## src/agu_defines.svh

```systemverilog
// AGU global widths and adder pipeline depth
// Shared by the package and the RTL modules
`ifndef AGU_DEFINES_SVH
`define AGU_DEFINES_SVH

// Byte address width of every generated address
`define AGU_ADDR_W 32

// Width of bounds, strides and loop indices
`define AGU_CNT_W 16

// Register stages in the address adder
// The adder has no FIFO and no skid buffer
`define AGU_SUM_DEPTH 2

`endif

```

## src/agu_pkg.sv

```systemverilog
// AGU shared types
// Address and count words, command opcodes and controller states
`include "agu_defines.svh"

package agu_pkg;

    typedef logic [`AGU_ADDR_W-1:0] addr_t;
    typedef logic [`AGU_CNT_W-1:0]  cnt_t;

    // Command opcodes driven by software
    typedef enum logic [1:0] {
        CMD_NONE  = 2'd0,
        CMD_START = 2'd1,
        CMD_ABORT = 2'd2
    } agu_cmd_e;

    // Controller states
    typedef enum logic [1:0] {
        ST_IDLE  = 2'd0,
        ST_RUN   = 2'd1,
        ST_DRAIN = 2'd2
    } agu_state_e;

endpackage

```

## src/agu_if.sv

```systemverilog
// AGU internal buses
// Latched configuration and the offset tuple stream

interface agu_cfg_if import agu_pkg::*; ();

    // Base address of the whole walk
    addr_t base;
    // Per-loop strides in bytes
    cnt_t  stride0;
    cnt_t  stride1;
    cnt_t  stride2;
    // Per-loop trip counts, never zero
    cnt_t  bound0;
    cnt_t  bound1;
    cnt_t  bound2;

    modport ctrl (output base, stride0, stride1, stride2, bound0, bound1, bound2);
    modport nest (input stride0, stride1, stride2, bound0, bound1, bound2);
    modport sum  (input base);

endinterface

interface agu_off_if import agu_pkg::*; ();

    logic  valid;
    // One offset per loop level
    addr_t off0;
    addr_t off1;
    addr_t off2;
    // Final tuple of the loop nest
    logic  last;

    modport nest (output valid, off0, off1, off2, last);
    modport sum  (input valid, off0, off1, off2, last);

endinterface

```

## src/lib_counter.sv

```systemverilog
// Generic counter with clear, load, stepped enable and wrap to init
// Terminal count flags the max value
`include "agu_defines.svh"

module lib_counter #(
    parameter int WIDTH = `AGU_CNT_W
) (
    input  logic             clk_i,
    input  logic             reset_i,
    input  logic             clear_i,
    input  logic             en_i,
    input  logic             load_i,
    input  logic [WIDTH-1:0] step_i,
    input  logic [WIDTH-1:0] init_i,
    input  logic [WIDTH-1:0] max_i,
    input  logic [WIDTH-1:0] d_i,
    output logic [WIDTH-1:0] count_o,
    output logic             tc_o
);

    logic [WIDTH-1:0] count_q;
    logic [WIDTH-1:0] count_d;

    // Next value
    // Load wins over enable so a wrap can be forced from outside
    always_comb begin
        count_d = count_q;
        if (load_i) begin
            count_d = d_i;
        end else if (en_i) begin
            if (tc_o) begin
                count_d = init_i;
            end else begin
                count_d = count_q + step_i;
            end
        end
    end

    // Reset and clear both return to init
    always_ff @(posedge clk_i) begin
        if (reset_i || clear_i) begin
            count_q <= init_i;
        end else begin
            count_q <= count_d;
        end
    end

    assign tc_o    = (count_q == max_i);
    assign count_o = count_q;

endmodule

```

## src/agu_loop_nest.sv

```systemverilog
// Three-level loop nest walker
// Index counters chained by terminal count, each paired with an offset accumulator
`include "agu_defines.svh"

module agu_loop_nest import agu_pkg::*; (
    input  logic   clk_i,
    input  logic   reset_i,
    input  logic   step_en_i,
    input  logic   restart_i,
    input  logic   stall_i,
    agu_cfg_if.nest cfg,
    agu_off_if.nest off
);

    cnt_t       stride_w [3];
    cnt_t       bound_m1 [3];
    cnt_t       idx      [3];
    addr_t      acc      [3];
    logic [2:0] idx_tc;
    logic [2:0] idx_en;
    logic       all_tc;

    // Registered tuple
    logic       valid_q;
    logic       last_q;
    addr_t      off_q    [3];

    // Flatten the configuration so the loops can be generated
    assign stride_w[0] = cfg.stride0;
    assign stride_w[1] = cfg.stride1;
    assign stride_w[2] = cfg.stride2;
    assign bound_m1[0] = cfg.bound0 - cnt_t'(1);
    assign bound_m1[1] = cfg.bound1 - cnt_t'(1);
    assign bound_m1[2] = cfg.bound2 - cnt_t'(1);

    // Loop 0 is innermost
    // An outer loop steps only when every inner loop wraps
    assign idx_en[0] = step_en_i;
    assign idx_en[1] = step_en_i & idx_tc[0];
    assign idx_en[2] = step_en_i & idx_tc[0] & idx_tc[1];
    assign all_tc    = &idx_tc;

    for (genvar i = 0; i < 3; i++) begin : g_loop
        // Index counter, wraps at bound minus one
        lib_counter #(.WIDTH(`AGU_CNT_W)) u_idx (
            .clk_i   (clk_i),
            .reset_i (reset_i),
            .clear_i (restart_i),
            .en_i    (idx_en[i]),
            .load_i  (1'b0),
            .step_i  (cnt_t'(1)),
            .init_i  ('0),
            .max_i   (bound_m1[i]),
            .d_i     ('0),
            .count_o (idx[i]),
            .tc_o    (idx_tc[i])
        );

        // Offset accumulator, zeroed when its index wraps
        // Offsets stay below all ones, so its own terminal count never fires
        lib_counter #(.WIDTH(`AGU_ADDR_W)) u_acc (
            .clk_i   (clk_i),
            .reset_i (reset_i),
            .clear_i (restart_i),
            .en_i    (idx_en[i]),
            .load_i  (idx_en[i] & idx_tc[i]),
            .step_i  (addr_t'(stride_w[i])),
            .init_i  ('0),
            .max_i   ('1),
            .d_i     ('0),
            .count_o (acc[i]),
            .tc_o    ()
        );

        // The controller only steps with a latched, legal configuration
        a_idx_in_range: assert property (@(posedge clk_i) disable iff (reset_i)
            step_en_i |-> idx[i] <= bound_m1[i])
            else $error("loop %0d index beyond its bound", i);
    end

    // Tuple valid and last, held under stall
    always_ff @(posedge clk_i) begin
        if (reset_i || restart_i) begin
            valid_q <= 1'b0;
            last_q  <= 1'b0;
        end else if (!stall_i) begin
            valid_q <= step_en_i;
            last_q  <= step_en_i & all_tc;
        end
    end

    // Offset payload, captured on a step only
    always_ff @(posedge clk_i) begin
        if (!stall_i && step_en_i) begin
            off_q <= acc;
        end
    end

    assign off.valid = valid_q;
    assign off.last  = last_q;
    assign off.off0  = off_q[0];
    assign off.off1  = off_q[1];
    assign off.off2  = off_q[2];

endmodule

```

## src/agu_addr_sum.sv

```systemverilog
// Two-stage address adder
// Base plus three offsets, with valid and last carried alongside
`include "agu_defines.svh"

module agu_addr_sum import agu_pkg::*; (
    input  logic  clk_i,
    input  logic  reset_i,
    input  logic  flush_i,
    input  logic  stall_i,
    agu_cfg_if.sum cfg,
    agu_off_if.sum off,
    output addr_t addr_o,
    output logic  valid_o,
    output logic  last_out_o
);

    localparam int DEPTH = `AGU_SUM_DEPTH;

    logic [DEPTH-1:0] vld_q;
    logic [DEPTH-1:0] last_q;
    addr_t            sum_a_q;
    addr_t            sum_b_q;
    addr_t            addr_q;

    // Side-band shift, flush beats stall
    always_ff @(posedge clk_i) begin
        if (reset_i || flush_i) begin
            vld_q  <= '0;
            last_q <= '0;
        end else if (!stall_i) begin
            vld_q  <= {vld_q[DEPTH-2:0], off.valid};
            last_q <= {last_q[DEPTH-2:0], off.last};
        end
    end

    // Stage 1 splits the sum in two halves
    always_ff @(posedge clk_i) begin
        if (!stall_i && off.valid) begin
            sum_a_q <= cfg.base + off.off0;
            sum_b_q <= off.off1 + off.off2;
        end
    end

    // Stage 2, wraps modulo the address width
    // Holds the last address when nothing new arrives
    always_ff @(posedge clk_i) begin
        if (reset_i) begin
            addr_q <= '0;
        end else if (!stall_i && vld_q[0]) begin
            addr_q <= sum_a_q + sum_b_q;
        end
    end

    assign addr_o     = addr_q;
    assign valid_o    = vld_q[DEPTH-1];
    assign last_out_o = last_q[DEPTH-1];

    // The nest only marks last on a valid tuple
    a_last_with_valid: assert property (@(posedge clk_i) disable iff (reset_i)
        $rose(last_out_o) |-> valid_o)
        else $error("last left the adder without a valid address");

endmodule

```

## src/agu_ctrl.sv

```systemverilog
// AGU controller
// Decodes commands, latches the configuration and tracks the run to completion

module agu_ctrl import agu_pkg::*; (
    input  logic     clk_i,
    input  logic     reset_i,
    input  logic     stall_i,
    input  agu_cmd_e cmd_i,
    input  addr_t    base_i,
    input  cnt_t     stride0_i,
    input  cnt_t     stride1_i,
    input  cnt_t     stride2_i,
    input  cnt_t     bound0_i,
    input  cnt_t     bound1_i,
    input  cnt_t     bound2_i,
    agu_cfg_if.ctrl  cfg,
    output logic     step_en_o,
    output logic     restart_o,
    output logic     flush_o,
    input  logic     last_i,
    input  logic     last_out_i,
    output logic     busy_o,
    output logic     done_o
);

    agu_state_e state_q;
    agu_state_e state_d;
    logic       start_acc;
    logic       abort_acc;
    logic       done_q;

    // Start only from idle, abort only while busy
    assign start_acc = (state_q == ST_IDLE) && (cmd_i == CMD_START);
    assign abort_acc = (state_q != ST_IDLE) && (cmd_i == CMD_ABORT);

    always_comb begin
        state_d = state_q;
        case (state_q)
            ST_IDLE: begin
                if (start_acc) state_d = ST_RUN;
            end
            ST_RUN: begin
                if (abort_acc) state_d = ST_IDLE;
                else if (!stall_i && last_i) state_d = ST_DRAIN;
            end
            ST_DRAIN: begin
                if (abort_acc) state_d = ST_IDLE;
                else if (!stall_i && last_out_i) state_d = ST_IDLE;
            end
            default: state_d = ST_IDLE;
        endcase
    end

    always_ff @(posedge clk_i) begin
        if (reset_i) begin
            state_q <= ST_IDLE;
            done_q  <= 1'b0;
        end else begin
            state_q <= state_d;
            // Final address seen unstalled
            done_q  <= (state_q == ST_DRAIN) && last_out_i && !stall_i && !abort_acc;
        end
    end

    // Configuration is sampled on the accepted start only
    always_ff @(posedge clk_i) begin
        if (start_acc) begin
            cfg.base    <= base_i;
            cfg.stride0 <= stride0_i;
            cfg.stride1 <= stride1_i;
            cfg.stride2 <= stride2_i;
            cfg.bound0  <= bound0_i;
            cfg.bound1  <= bound1_i;
            cfg.bound2  <= bound2_i;
        end
    end

    // Stop stepping once the final tuple is out of the nest
    assign step_en_o = (state_q == ST_RUN) && !stall_i && !last_i && !abort_acc;
    // Abort also restarts the nest so no stale tuple survives a stall
    assign restart_o = start_acc || abort_acc;
    assign flush_o   = abort_acc;
    assign busy_o    = (state_q != ST_IDLE);
    assign done_o    = done_q;

    a_bounds_nonzero: assert property (@(posedge clk_i) disable iff (reset_i)
        start_acc |-> (bound0_i != '0) && (bound1_i != '0) && (bound2_i != '0))
        else $error("start issued with a zero loop bound");

    // An aborted run returns to idle without completion
    a_abort_no_done: assert property (@(posedge clk_i) disable iff (reset_i)
        abort_acc |=> !done_o && (state_q == ST_IDLE))
        else $error("done pulsed on an aborted run");

endmodule

```

## src/agu_top.sv

```systemverilog
// Strided address generator top level
// Controller, loop nest and address adder behind plain ports

module agu_top import agu_pkg::*; (
    input  logic     clk_i,
    input  logic     reset_i,
    input  agu_cmd_e cmd_i,
    input  addr_t    base_i,
    input  cnt_t     stride0_i,
    input  cnt_t     stride1_i,
    input  cnt_t     stride2_i,
    input  cnt_t     bound0_i,
    input  cnt_t     bound1_i,
    input  cnt_t     bound2_i,
    input  logic     stall_i,
    output addr_t    addr_o,
    output logic     addr_valid_o,
    output logic     busy_o,
    output logic     done_o
);

    logic step_en;
    logic restart;
    logic flush;
    logic last_out;

    agu_cfg_if u_cfg_if ();
    agu_off_if u_off_if ();

    agu_ctrl u_agu_ctrl (
        .clk_i      (clk_i),
        .reset_i    (reset_i),
        .stall_i    (stall_i),
        .cmd_i      (cmd_i),
        .base_i     (base_i),
        .stride0_i  (stride0_i),
        .stride1_i  (stride1_i),
        .stride2_i  (stride2_i),
        .bound0_i   (bound0_i),
        .bound1_i   (bound1_i),
        .bound2_i   (bound2_i),
        .cfg        (u_cfg_if.ctrl),
        .step_en_o  (step_en),
        .restart_o  (restart),
        .flush_o    (flush),
        // Last tuple leaving the nest
        .last_i     (u_off_if.last),
        .last_out_i (last_out),
        .busy_o     (busy_o),
        .done_o     (done_o)
    );

    agu_loop_nest u_agu_loop_nest (
        .clk_i     (clk_i),
        .reset_i   (reset_i),
        .step_en_i (step_en),
        .restart_i (restart),
        .stall_i   (stall_i),
        .cfg       (u_cfg_if.nest),
        .off       (u_off_if.nest)
    );

    agu_addr_sum u_agu_addr_sum (
        .clk_i      (clk_i),
        .reset_i    (reset_i),
        .flush_i    (flush),
        .stall_i    (stall_i),
        .cfg        (u_cfg_if.sum),
        .off        (u_off_if.sum),
        .addr_o     (addr_o),
        .valid_o    (addr_valid_o),
        .last_out_o (last_out)
    );

endmodule

```

## config.mk

```make
export PLATFORM = sky130hd
export DESIGN_NAME = agu_top
export DESIGN_NICKNAME = d
export VERILOG_FILES = /design/src/agu_pkg.sv /design/src/agu_if.sv /design/src/lib_counter.sv /design/src/agu_loop_nest.sv /design/src/agu_addr_sum.sv /design/src/agu_ctrl.sv /design/src/agu_top.sv
export VERILOG_INCLUDE_DIRS = /design/src
export SDC_FILE = /design/constraint.sdc
export NUM_CORES = 1
export LEC_CHECK = 0
export ABC_AREA = 0
export BUFFER_PORTS_ARGS = -buffer_cell sky130_fd_sc_hd__buf_2
export CAP_MARGIN = 25
export CORE_MARGIN = 3
export CORE_UTILIZATION = 25
export DETAILED_ROUTE_END_ITERATION = 7
export SYNTH_ARGS = -nofsm -noshare
export SYNTH_HDL_FRONTEND = slang
export SYNTH_HIERARCHICAL = 1
export SYNTH_SLANG_ARGS = --single-unit
```

## constraint.sdc

```tcl
create_clock -name clk_i -period 31.1 [get_ports clk_i]
set_clock_uncertainty 0.1 [all_clocks]
set_input_delay 6.22 -clock clk_i [delete_from_list [all_inputs] [get_ports clk_i]]
set_output_delay 6.22 -clock clk_i [all_outputs]
set_load 0.05 [all_outputs]
```

**Word level (Yosys, flattened, before mapping)**

Index checks and enable logic that the tools add are counted.

- Reductions and logical operators: 26
- Add/sub/neg operators: 12
- Muxes and demuxes: 12
- Equality and inequality tests: 13
- Bitwise operators: 4

Operators by type and width:

| operator | number |
|---|---|
| $add 32x16->32 | 3 |
| $add 32x32->32 | 3 |
| $eq 32x32->1 const B | 3 |
| $mux 32 | 3 |
| $add 16x1->16 const B | 3 |
| $eq 16x16->1 | 3 |
| $mux 16 | 3 |
| $sub 16x1->16 const B | 3 |
| $logic_and 1x1->1 | 13 |
| $mux 2 | 5 |
| $ne 3x1->1 const B | 2 |
| $pmux 2 s3 | 1 |
| $reduce_and 3->1 | 2 |
| $reduce_or 2->1 | 3 |
| $and 1x1->1 | 4 |
| $eq 2x1->1 const B | 2 |
| $eq 2x2->1 const B | 2 |
| $logic_not 1->1 | 3 |
| $logic_or 1x1->1 | 3 |
| $logic_not 2->1 | 1 |
| $ne 2x1->1 const B | 1 |
| $reduce_bool 2->1 | 1 |

- Flip-flop bits (word level): 473
- Output and inout port bits: 35
- Word-level logic and storage cells: 92

**Logic depth before layout (Yosys ltp)**

- Word-level depth: 8
- Mapped depth: 19
- Depth with buffers taken out: 17

**By module**

The synthesis kept the hierarchy.

Modules (own cells, without submodules):

| module | cells an instance | area an instance (µm²) | seq. area each (µm²) | instances |
|---|---|---|---|---|
| lib_counter at u_agu_loop_nest.g_loop[0].u_acc ... | 447 | 3768.6 | 960.9 | 3 |
| agu_addr_sum | 889 | 8015.2 | 2642.5 | 1 |
| lib_counter at u_agu_loop_nest.g_loop[0].u_idx ... | 214 | 1808.0 | 480.5 | 3 |
| agu_ctrl | 149 | 4036.4 | 3903.7 | 1 |
| agu_loop_nest | 232 | 3772.4 | 2922.8 | 1 |

**Worst setup path before layout**

OpenSTA, ideal clock, no wires.

- Path kind: in2reg
- From: input port cmd_i[0]
- To: register u_agu_loop_nest.g_loop[0].u_acc.count_q[0], enable pin
- Library setup time: 390 ps
- Path slack: 15250 ps
- Required time: 30610 ps
- Stages: 6
- Arrival time: 15361 ps
- Path through: nor4b_2 -> or2_1 -> or2_2 -> clkbuf_1 -> clkbuf_1 -> or3_1

RTL lines:

| item | RTL line | source |
|---|---|---|
| start: declaration | agu_top.sv:7 | `input agu_cmd_e cmd_i,` |
| $eq 2x1->1 / $eq 2x2->1 (equally long branches) | agu_ctrl.sv:33, agu_ctrl.sv:34 |  |
| $logic_and 1x1->1, on equally long branches | agu_ctrl.sv:33, agu_ctrl.sv:34 |  |
| $logic_or 1x1->1 (*) | agu_ctrl.sv:81 | `assign restart_o = start_acc \|\| abort_acc;` |
| via restart | agu_top.sv:23 | `logic restart;` |
| $logic_or 1x1->1 (*) | lib_counter.sv:41 | `if (reset_i \|\| clear_i) begin` |
| $reduce_or 2->1 (no line) (*) | - |  |
| end signal: assignment | lib_counter.sv:42 | `count_q <= init_i;` |
| end signal: assignment | lib_counter.sv:44 | `count_q <= count_d;` |
| end: declaration | lib_counter.sv:21 | `logic [WIDTH-1:0] count_q;` |

Mark *: on every way through the listed nets, which the timed path passes. The rest lies on a longest branch.
A chain may end at the register's enable or synchronous reset.

**Worst setup path after layout**

- From: input port stall_i
- To: register u_agu_loop_nest.g_loop[2].u_acc.count_q[28], data pin

- Word-level cells in the longest chain between the ends: 8

Ends and longest elaborated chain:

| item | RTL line | source |
|---|---|---|
| start: declaration | agu_top.sv:15 | `input logic stall_i,` |
| $logic_not 1->1 | agu_ctrl.sv:79 | `assign step_en_o = (state_q == ST_RUN) && !stall_i && !last_i && !abort_acc;` |
| $logic_and 1x1->1 (3 in series) | agu_ctrl.sv:79 |  |
| via step_en | agu_top.sv:22 | `logic step_en;` |
| $and 1x1->1 (2 in series) | agu_loop_nest.sv:40 | `assign idx_en[2] = step_en_i & idx_tc[0] & idx_tc[1];` |
| via u_agu_loop_nest.idx_en[2] | agu_loop_nest.sv:20 | `logic [2:0] idx_en;` |
| $and 1x1->1 | agu_loop_nest.sv:66 | `.load_i (idx_en[i] & idx_tc[i]),` |
| $reduce_or 2->1 (no line) | - |  |
| end signal: assignment | lib_counter.sv:42 |  |
| end signal: assignment | lib_counter.sv:44 |  |
| end: declaration | lib_counter.sv:21 |  |

The timed path passes the listed nets, and every way through them passes these cells.

==> impl_metrics.toml <==
[placed_design]
io_buffers = 167
place_ws_ps = 21460
dpl_cell_area_um2 = 37400
dp.cells = 5646
hpwl_mm = 72.5
gp_congestion = 0.873

[clocking]
htreeDepth = 2
hold_buffers = 0
clock-sinks = 473
cts_buffer_depth = 3
cts_made_buffers = 61
root_buffer = "clkbuf_16"
cts_setup_buffers = 0
cts_tree = "yes"
cts_resized = 0
path_clk_slew_ps = 60
clk-insertion-delay-late_ps = 680

[setup_path]
end_kind = "register"
cp_top_family = "simple AND/OR/NAND/NOR gates"
cp_data_arrival_time_ps = 9080
r2r_end = "u_agu_loop_nest/g_loop[2].u_acc/count_o[28]$_DFFE_PP_"
slowest_stage = "nor4_2"
cp_num_buf_inv = 3
worstRegToRegCells = 15
slowest_delay_ps = 640
worstSetupPathType = "in2reg"
critPathMaxFanout = 19
start_kind = "primary input"
cp.required_ps = 31510
reg2reg_from = "u_agu_ctrl/cfg.bound0[3]$_DFFE_PP_"
r2r_slack_ps = 25650
crit_chain = "buf_2 -> nor4_2 -> and3_1 -> buf_4 -> and2_1 -> inv_1 -> a21oi_1 -> o22ai_1 -> nor3_1"

[power_and_ir_drop]
p_int_mw = 1.43
clkPwrFrac = 0.372
switching_share = 0.311
p_leak_nw = 15.6
p_seq_frac = 0.391
pwr_density_cell_nw_per_um2 = 52.2
combPwrFrac = 0.237
peakVddDrop_mv = 0.0448
switching_power_uw = 644

[timing]
fmax_mhz = 115
tns_ps = 0
setup_viol = 0
min_period_ps = 8670
drv_slew = 0
worst_slack_ps = 22430
fin_crit_sh = 0.279
rsz0062_at_grt = "false"
worst_slew_pin_slew_ps = 907
finalHoldViolations = 0
maxSlewHeadroom = 0.389

[final_layout]
layout-drive-gt1-share = 0.0939
final_util = 0.309
final_cell_area_um2 = 39700
finalNetCount = 4360
fin_cells = 5765
area_growth_pct = 21.8
antenna_cells = 0

[route]
drt_iter0_markers = 1753
routed_wl_mm = 95.6
ant_nets = 0
vias = 26700
via_per_inst = 4.63
routedWlPerCell_um = 16.6
drc = 0
first_pass_iters = 7

[status]
status = "complete, no violations"

[logic_synthesis]
synth_edf_count = 432
synth.distinct_cells = 97
yosysTopAreaCell = "edfxtp_1"
ys_async_sr_fraction = 0
ys_ff_latch = 473
netlist_instances = 3253
syn_area_um2 = 32600
synth_top_flop_cell = "edfxtp_1"
syn_avg_cell_area_um2 = 10.0
ys_top_cells_by_area = "edfxtp_1 40%, ha_1 9.0%, xnor2_1 5.7%"
synth_seq_area_share = 0.424
netlist.area_leader.share = 0.398
yosysWarnings = 6

[floorplan]
die_w_um = 367
placeableCoreArea_um2 = 128000
num_io_pins = 168
die_area_um2 = 135000
start_util = 0.254
num_rows = 131
die_h_um = 367

[grt]
grt_max_degree = 129
grt_pass1_wl_mm = 146
antenna_found_initial = 7
grtUsageTotal = 0.137
grt_overflow = 0
first_global_vias = 25300

[flow_run]
drv_cap = 0

[min_path]
min_path_type = "reg2reg"
min-delay-start = "u_agu_addr_sum/addr_o[26]$_SDFFE_PP0P_"
whs_path_depth = 2
holdPathEnd = "u_agu_addr_sum/addr_o[26]$_SDFFE_PP0P_"
## cell usage after synthesis (all sizes together), types with 22 or more instances
cell	number
edfxtp	432
a21oi	295
nand2	266
ha	234
o21ai	220
xnor2	211
nor2	186
xor2	143
nor3	94
nand3	91
o22ai	91
a21o	89
clkbuf	65
inv	57
nand4	57
or3	47
a31oi	45
a211oi	43
nor4	42
dfxtp	41
a22oi	39
buf	39
nand2b	38
o21a	35
nor2b	29
o21bai	25
and3	22
## power groups by stage
stage                     clock network [mW]  logic (mW)  registers (mW)
after CTS                              0.799       0.474           0.811
after global routing                   0.822       0.547           0.814
after floorplan                            0       0.380           0.793
after global placement                     0       0.466           0.824
final                                  0.772       0.490           0.810
after detailed placement                   0       0.471           0.824
## layout make-up
class	instances	area, um2
clock inverter	43	582
clock buffer	72	1600
tap	1729	2160
multi-input combinational	3199	20200
fill	13300	88700
inverter	57	214
sequential	473	13800
timing repair buffer	192	1070
## flip-flops by register name, summed over array words and instances, names as in the netlist
register and flops:
u_agu_ctrl/done_o 1, u_agu_ctrl/cfg.bound0 16, u_agu_loop_nest/g_loop.u_acc/count_o 96, u_agu_addr_sum/last_q 2
u_agu_loop_nest/off.last 1, u_agu_addr_sum/sum_b_q 32, u_agu_loop_nest/off.off0 32, u_agu_ctrl/cfg.stride1 16
u_agu_ctrl/state_q 2, u_agu_ctrl/cfg.base 32, u_agu_loop_nest/g_loop.u_idx/count_o 48, u_agu_ctrl/cfg.bound2 16
u_agu_loop_nest/off.valid 1, u_agu_ctrl/cfg.stride2 16, u_agu_addr_sum/vld_q 2, u_agu_ctrl/cfg.stride0 16
u_agu_loop_nest/off.off1 32, u_agu_loop_nest/off.off2 32, u_agu_ctrl/cfg.bound1 16, u_agu_addr_sum/addr_o 32
u_agu_addr_sum/sum_a_q 32
## stage by stage
stage	hold WS [ps]	total power, mW
finish	351	2.07
global route	366	2.18
CTS	350	2.08
detailed placement	342	1.30
global placement	340	1.29
floorplan	357	1.17
## logic make-up after synthesis
group	count (synthesis)	synth area share
compound gates	1056	0.211
simple gates	951	0.148
flops	473	0.424
xor+xnor	354	0.0952
fa+ha+maj	243	0.0955
buf+inv	161	0.0225
mux	13	0.00400
other cells	2	0.000231
## placed cells by master, fill, tap and decap left out, types with 57 or more instances in the layout
master     count
ha_1         234
nand3_1       91
conb_1       582
nand2_1      266
buf_2        167
a21o_1        89
xnor2_1      211
o22ai_1       91
clkbuf_16     61
o21ai_0      176
edfxtp_1     432
xor2_1       143
nor2_1       186
a21oi_1      292
nor3_1        87
inv_1         57
## worst reg2reg max path: cells and delay by family, from the launching register on
family / cells / cell delay (ps)
flops: 1 / 420
compound gates: 2 / 630
buf+inv: 3 / 970
simple gates: 8 / 2860
xor+xnor: 2 / 320
## worst max path at each step
| stage | start | endpoint | slack [ps] | depth (start not counted) |
|---|---|---|---|---|
| floorplan | cmd_i[0] | u_agu_loop_nest/g_loop[0].u_acc/count_o[0]$_DFFE_PP_ | 15250 | 6 |
| global placement | stall_i | u_agu_loop_nest/off.off1[31]$_DFFE_PP_ | 21300 | 4 |
| detailed placement | stall_i | u_agu_loop_nest/off.off2[30]$_DFFE_PP_ | 21460 | 5 |
| CTS | stall_i | u_agu_loop_nest/off.off1[4]$_DFFE_PP_ | 22180 | 5 |
| global route | stall_i | u_agu_loop_nest/g_loop[2].u_acc/count_o[28]$_DFFE_PP_ | 22170 | 9 |
| finish | stall_i | u_agu_loop_nest/g_loop[2].u_acc/count_o[28]$_DFFE_PP_ | 22430 | 9 |
## routing by layer
metal	GRT usage	routed length (um)	vias up	part of all wire
met5	0	0	-	0
met4	0.0416	2870	0	0.030
met3	0.0241	5250	137	0.055
met2	0.221	43500	636	0.46
met1	0.186	44000	12500	0.46
li1	-	-	13400	-
Note: power is estimated with default switching activity, not from simulation.
